--- config.mk ---
export PLATFORM = sky130hd
export DESIGN_NAME = ddr2_return_path
export DESIGN_NICKNAME = d
export VERILOG_FILES = /design/src/hdl/ddr2_frontend_pkg.sv /design/src/hdl/ddr2_sync_fifo.sv /design/src/hdl/ddr2_return_path.sv
export SDC_FILE = /design/constraint.sdc
export NUM_CORES = 2
export LEC_CHECK = 0
export BUFFER_PORTS_ARGS = -buffer_cell sky130_fd_sc_hd__buf_2
export CAP_MARGIN = 10
export CORE_MARGIN = 8
export CORE_UTILIZATION = 38
export DETAILED_ROUTE_END_ITERATION = 8
export PLACE_DENSITY_LB_ADDON = 0.05
export SYNTH_ARGS = -nofsm -noshare
export SYNTH_HDL_FRONTEND = slang
export SYNTH_SLANG_ARGS = --single-unit
export TNS_END_PERCENT = 5
--- constraint.sdc ---
create_clock -name CLK -period 6.61 [get_ports CLK]
set_input_delay 0.661 -clock CLK [delete_from_list [all_inputs] [get_ports CLK]]
set_output_delay 0.661 -clock CLK [all_outputs]
set_load 0.01 [all_outputs]
--- src/hdl/ddr2_frontend_pkg.sv ---
package ddr2_frontend_pkg;

    // ------------------------------------------------------------
    // host command encoding
    // ------------------------------------------------------------

    // opcodes as issued by the host on cmd_i
    typedef enum logic [2:0] {
        NOP = 3'b000,
        // single word read
        SCR = 3'b001,
        // single word write
        SCW = 3'b010,
        // burst read with the length given by the size code
        BLR = 3'b011,
        // burst write with the length given by the size code
        BLW = 3'b100
    } ddr2_cmd_e;

    // burst size code, where 0 to 3 select 8, 16, 24 or 32 words
    typedef logic [1:0] ddr2_size_t;

    // one word on the x16 DDR2 data bus
    typedef logic [15:0] data_word_t;

    // ------------------------------------------------------------
    // queue sizing
    // ------------------------------------------------------------

    // every host-side queue holds 2**DEPTH_LOG2 entries
    localparam int DEPTH_LOG2 = 6;

    // the count needs one extra bit so that a full queue can be told apart from an empty one
    typedef logic [DEPTH_LOG2:0] fill_count_t;

    // the host is refused new commands once this many write words are waiting.
    // this leaves room for the 32-word burst that an already admitted BLW may still bring
    localparam fill_count_t FILL_LIMIT = fill_count_t'(33);

endpackage

--- src/hdl/ddr2_sync_fifo.sv ---
`timescale 1ns/1ps

module ddr2_sync_fifo
    import ddr2_frontend_pkg::*;
#(
    parameter type payload_t  = logic,
    parameter int  DEPTH_LOG2 = 6
) (
    input  logic        CLK,
    input  logic        RESET,
    input  logic        put_i,
    input  logic        get_i,
    input  payload_t    data_i,
    output payload_t    data_o,
    output fill_count_t fillcount_o,
    output logic        full_bar_o,
    output logic        empty_bar_o
);

    localparam int DEPTH = 1 << DEPTH_LOG2;

    payload_t              mem [DEPTH];
    logic [DEPTH_LOG2-1:0] wr_ptr;
    logic [DEPTH_LOG2-1:0] rd_ptr;
    fill_count_t           count;
    logic                  do_put;
    logic                  do_get;

    // a put into a full queue or a get from an empty one is simply dropped
    assign do_put = put_i && full_bar_o;
    assign do_get = get_i && empty_bar_o;

    // flags come straight from the occupancy count so a put shows as valid
    // right after the edge that wrote it
    assign full_bar_o  = (count != fill_count_t'(DEPTH));
    assign empty_bar_o = (count != '0);
    assign fillcount_o = count;

    // ------------------------------------------------------------
    // storage and registered read port
    // ------------------------------------------------------------

    always_ff @(posedge CLK) begin
        if (do_put) begin
            mem[wr_ptr] <= data_i;
        end
        // the popped entry lands in data_o on the get edge and holds until the next pop
        if (do_get) begin
            data_o <= mem[rd_ptr];
        end
    end

    // ------------------------------------------------------------
    // pointers and occupancy
    // ------------------------------------------------------------

    always_ff @(posedge CLK) begin
        if (RESET) begin
            wr_ptr <= '0;
            rd_ptr <= '0;
            count  <= '0;
        end else begin
            // pointers wrap on their own since the depth is a power of two
            if (do_put) begin
                wr_ptr <= wr_ptr + 1'b1;
            end
            if (do_get) begin
                rd_ptr <= rd_ptr + 1'b1;
            end
            // a put and a get in the same cycle leave the count where it is
            case ({do_put, do_get})
                2'b10:   count <= count + 1'b1;
                2'b01:   count <= count - 1'b1;
                default: count <= count;
            endcase
        end
    end

endmodule

--- src/hdl/ddr2_return_path.sv ---
`timescale 1ns/1ps

module ddr2_return_path
    import ddr2_frontend_pkg::*;
#(
    parameter type entry_t = logic [40:0]
) (
    input  logic                                        CLK,
    input  logic                                        RESET,
    input  logic                                        put_return_i,
    input  entry_t                                      return_entry_i,
    input  logic                                        fetching_i,
    output data_word_t                                  dout_o,
    output logic [$bits(entry_t)-$bits(data_word_t)-1:0] raddr_o,
    output logic                                        validout_o,
    output logic                                        notfull_o,
    output fill_count_t                                 fillcount_o
);

    // an entry carries the address in its upper bits and the data word below it
    localparam int ENTRY_W = $bits(entry_t);
    localparam int WORD_W  = $bits(data_word_t);

    entry_t               head;
    logic [ENTRY_W-1:0]   head_bits;
    logic                 empty_bar;
    logic                 pop;

    // pop once per cycle for as long as the host keeps fetching and there is something to give
    assign pop = fetching_i && empty_bar;

    // a push into a full queue is lost, so the back end is expected to watch notfull_o
    ddr2_sync_fifo #(
        .payload_t  (entry_t),
        .DEPTH_LOG2 (DEPTH_LOG2)
    ) u_return_fifo (
        .CLK         (CLK),
        .RESET       (RESET),
        .put_i       (put_return_i),
        .get_i       (pop),
        .data_i      (return_entry_i),
        .data_o      (head),
        .fillcount_o (fillcount_o),
        .full_bar_o  (notfull_o),
        .empty_bar_o (empty_bar)
    );

    // split the registered head back into address and data for the host
    assign head_bits = head;
    assign dout_o    = head_bits[WORD_W-1:0];
    assign raddr_o   = head_bits[ENTRY_W-1:WORD_W];

    // the read port updates on the pop edge, so the strobe is delayed by
    // exactly one register to line up with dout_o and raddr_o
    always_ff @(posedge CLK) begin
        if (RESET) begin
            validout_o <= 1'b0;
        end else begin
            validout_o <= pop;
        end
    end

endmodule

==> impl_metrics.ini <==
[routing]
ant_nets = 0
dr.pass1.iters = 7
num_vias = 48830
drt_iter0_drc = 4920
drc = 0
vias_per_cell = 5.673
finalWirelength_um = 314100
wl_per_cell_um = 36.49

[cts]
cts_htree_levels = 5
path_clk_slew_ps = 60
cts_tree = yes
clockBufferDepth = 4
clock_sinks = 2685
cts_buffers = 310
cts_resized = 0
clock_latency_ps = 940
cts_hold_buf = 0
postCtsSetupBuffers = 0
cts_root_buf = clkbuf_16

[timing]
finalHoldViolCount = 0
timing.fmax_mhz = 235.6
relSlewSlack_pct = 12.86
rsz0062_at_grt = false
skew_ps = 42.04
tightest_slew_ps = 1304
finalSetupViolations = 0
finalSetupTns_ps = 0
min_period_ps = 4245
whs_ps = 147.1
finalMaxSlewViolations = 0
post-route-period-util_pct = 64.22

[synth]
ys_async_sr_fraction_pct = 0
synth-seq-cells = 2685
netlist_area_um2 = 102700
synthesis.nets = 4532
yosysTopAreaCellShare_pct = 77.90
ys_warn_count = 0
synth_edf_count = 2665
synth_area_leader_cell = edfxtp_1
synth_cell_types = 59
synth-main-ff-cell = edfxtp_1
seq_area_frac_synth_pct = 78.29
synth-simple-area-share_pct = 1.054
synthTopCellsByArea = edfxtp_1, mux4_2, mux2i_1
synth_mux_area_share_pct = 16.53
synth.avg_cell_area_um2 = 22.94
synth-compound-area-share_pct = 2.470
synthCells = 4478
synth_top_family_by_area = multiplexers
synthAdderAreaFrac_pct = 0.1169
synth-xor-area-share_pct = 0.1194

[worst_setup_path]
crit_fanout = 23
critical_path_class = reg2reg
r2r_slack_ps = 2370
endpoint_kind = flip-flop
worst_ep_required_time_ps = 7200
worstSetupStartpointType = flip-flop
cp.arrival_ps = 4840

[die]
fp.dieArea_um2 = 287200
ios = 95
coreArea_um2 = 269800
die_y_um = 535.9
rows = 191
start_util_pct = 38.07
fp.dieW_um = 535.9

[global_routing]
grt_use_total_pct = 21.61
grt_pass1_vias = 50280
grt_first_pass_wirelength_um = 430300
antenna_found_initial = 19
grt_max_degree = 109
grt.overflow.total = 0

[pwr]
leakagePower_nw = 35.57
p_per_area_nw_per_um2 = 349.7
vdd_drop_max_mv = 0.3009

[worst_hold_path]
hp-class = in2reg

[place]
gp_congestion = 0.7404
port_buffers = 94
post-dp-hpwl_um = 173900

[finish]
layout-drive-gt1-share_pct = 28.36
area_growth_pct = 14.88
nNetsFinal = 4862

[job]
cap_violations = 0

[outcome]
status = completed
## where the power goes
| part | switching [W] | leakage [nW] | internal (W) |
|---|---|---|---|
| Sequential | 0.000291 | 24.2 | 0.0191 |
| Clock | 0.00667 | 4.57 | 0.00942 |
| Combinational | 0.00315 | 6.84 | 0.00266 |
| Total | 0.0101 | 35.6 | 0.0312 |
## per-stage QoR
| step | cell area (um^2) | util, % | std cells | setup slack (ps) | power, W |
|---|---|---|---|---|---|
| CTS | 117900 | 43.70 | 8596 | 2335 | 0.04184 |
| detailed placement | 108600 | 40.24 | 8061 | 2213 | 0.02569 |
| finish | 118000 | 43.74 | 8607 | 2365 | 0.04127 |
| global placement | 108500 | 40.23 | 8059 | 2237 | 0.02570 |
| global route | 118000 | 43.73 | 8602 | 2166 | 0.04271 |
| floorplan | 102700 | - | 4478 | 2477 | 0.02360 |
## cell families (layout without fill, tap and decap cells)
kind of cell / count (synthesis) / after routing
multiplexers: 915 / 915
AND/OR/NAND/NOR: 243 / 243
other: 0 / 6
XOR/XNOR: 14 / 14
AO/OA/AOI/OAI: 348 / 348
flip-flops: 2685 / 2685
adder cells (fa/ha/maj): 9 / 9
buffers and inverters: 264 / 817
## flip-flops by register name (all words and copies together), names as in the netlist
name / cells
u_return_fifo.data_o: 41
u_return_fifo.fillcount_o: 7
validout_o: 1
u_return_fifo.rd_ptr: 6
u_return_fifo.wr_ptr: 6
u_return_fifo.mem: 2624
## cells in the final DEF, fill, tap and decap left out, drive strengths merged, types with 4 or more instances in the layout
| cell | count |
|---|---|
| a2111oi | 13 |
| a211o | 21 |
| a211oi | 8 |
| a21o | 4 |
| a21oi | 42 |
| a221o | 10 |
| a221oi | 27 |
| a22oi | 8 |
| a31oi | 9 |
| and2 | 5 |
| buf | 274 |
| bufinv | 18 |
| clkbuf | 392 |
| clkinv | 119 |
| dfxtp | 20 |
| diode | 6 |
| edfxtp | 2665 |
| ha | 8 |
| inv | 14 |
| mux2 | 55 |
| mux2i | 240 |
| mux4 | 620 |
| nand2 | 37 |
| nand2b | 7 |
| nand3 | 9 |
| nand3b | 6 |
| nor2 | 138 |
| nor2b | 11 |
| nor3 | 9 |
| o211ai | 18 |
| o21ai | 38 |
| o221ai | 53 |
| o22ai | 53 |
| o31ai | 18 |
| or2 | 5 |
| or3 | 5 |
| or3b | 5 |
| xnor2 | 8 |
| xor2 | 6 |
## worst paths after layout
| kind | end | cells after the start | startpoint |
|---|---|---|---|
| worst min register to register | u_return_fifo.fillcount_o[3] | 2 | u_return_fifo.fillcount_o[3] |
| worst max register to register | u_return_fifo.mem[27][34] | 6 | u_return_fifo.fillcount_o[2] |
| worst max-delay path | u_return_fifo.mem[27][34] | 6 | u_return_fifo.fillcount_o[2] |
| worst min-delay path | u_return_fifo.mem[23][7] | 1 | return_entry_i[7] |
## per-layer routing
layer / share of wire (%) / up-vias / GRT usage, %
met5: 0.0041 / - / 0
met4: 1.9 / 2 / 4.388
met3: 5.3 / 354 / 3.358
met2: 48 / 1502 / 35.15
met1: 45 / 27120 / 31.10
li1: - / 19850 / -
## Yosys cell counts (18+ instances only)
library cell	instances
o31ai_1	18
a221oi_1	27
mux4_2	620
buf_2	73
clkbuf_1	95
dfxtp_1	20
mux2_2	55
edfxtp_1	2665
buf_1	22
buf_6	32
nand2_1	37
a21oi_1	42
o221ai_1	53
nor2_1	138
a211o_1	21
mux2i_1	240
o22ai_1	53
o211ai_1	18
buf_4	34
o21ai_1	21
## layout make-up
class	instances	area [um^2]
fillers	22880	151800
flip-flops and latches	2685	80450
inverters	8	38.79
clock buffers	392	8193
well taps	3570	4467
clock inverters	143	1122
repair buffers	274	2367
multi-input cells	1529	21360
diodes	6	15.01
## worst max-delay path, cell delays in order (launching register included)
cell,delay (ps)
dfxtp_1,390
or4_1,220
o31a_1,470
nor2b_1,310
nand3_1,760
nor2_4,1190
buf_4,490
Power figures use the tool's default switching activity.
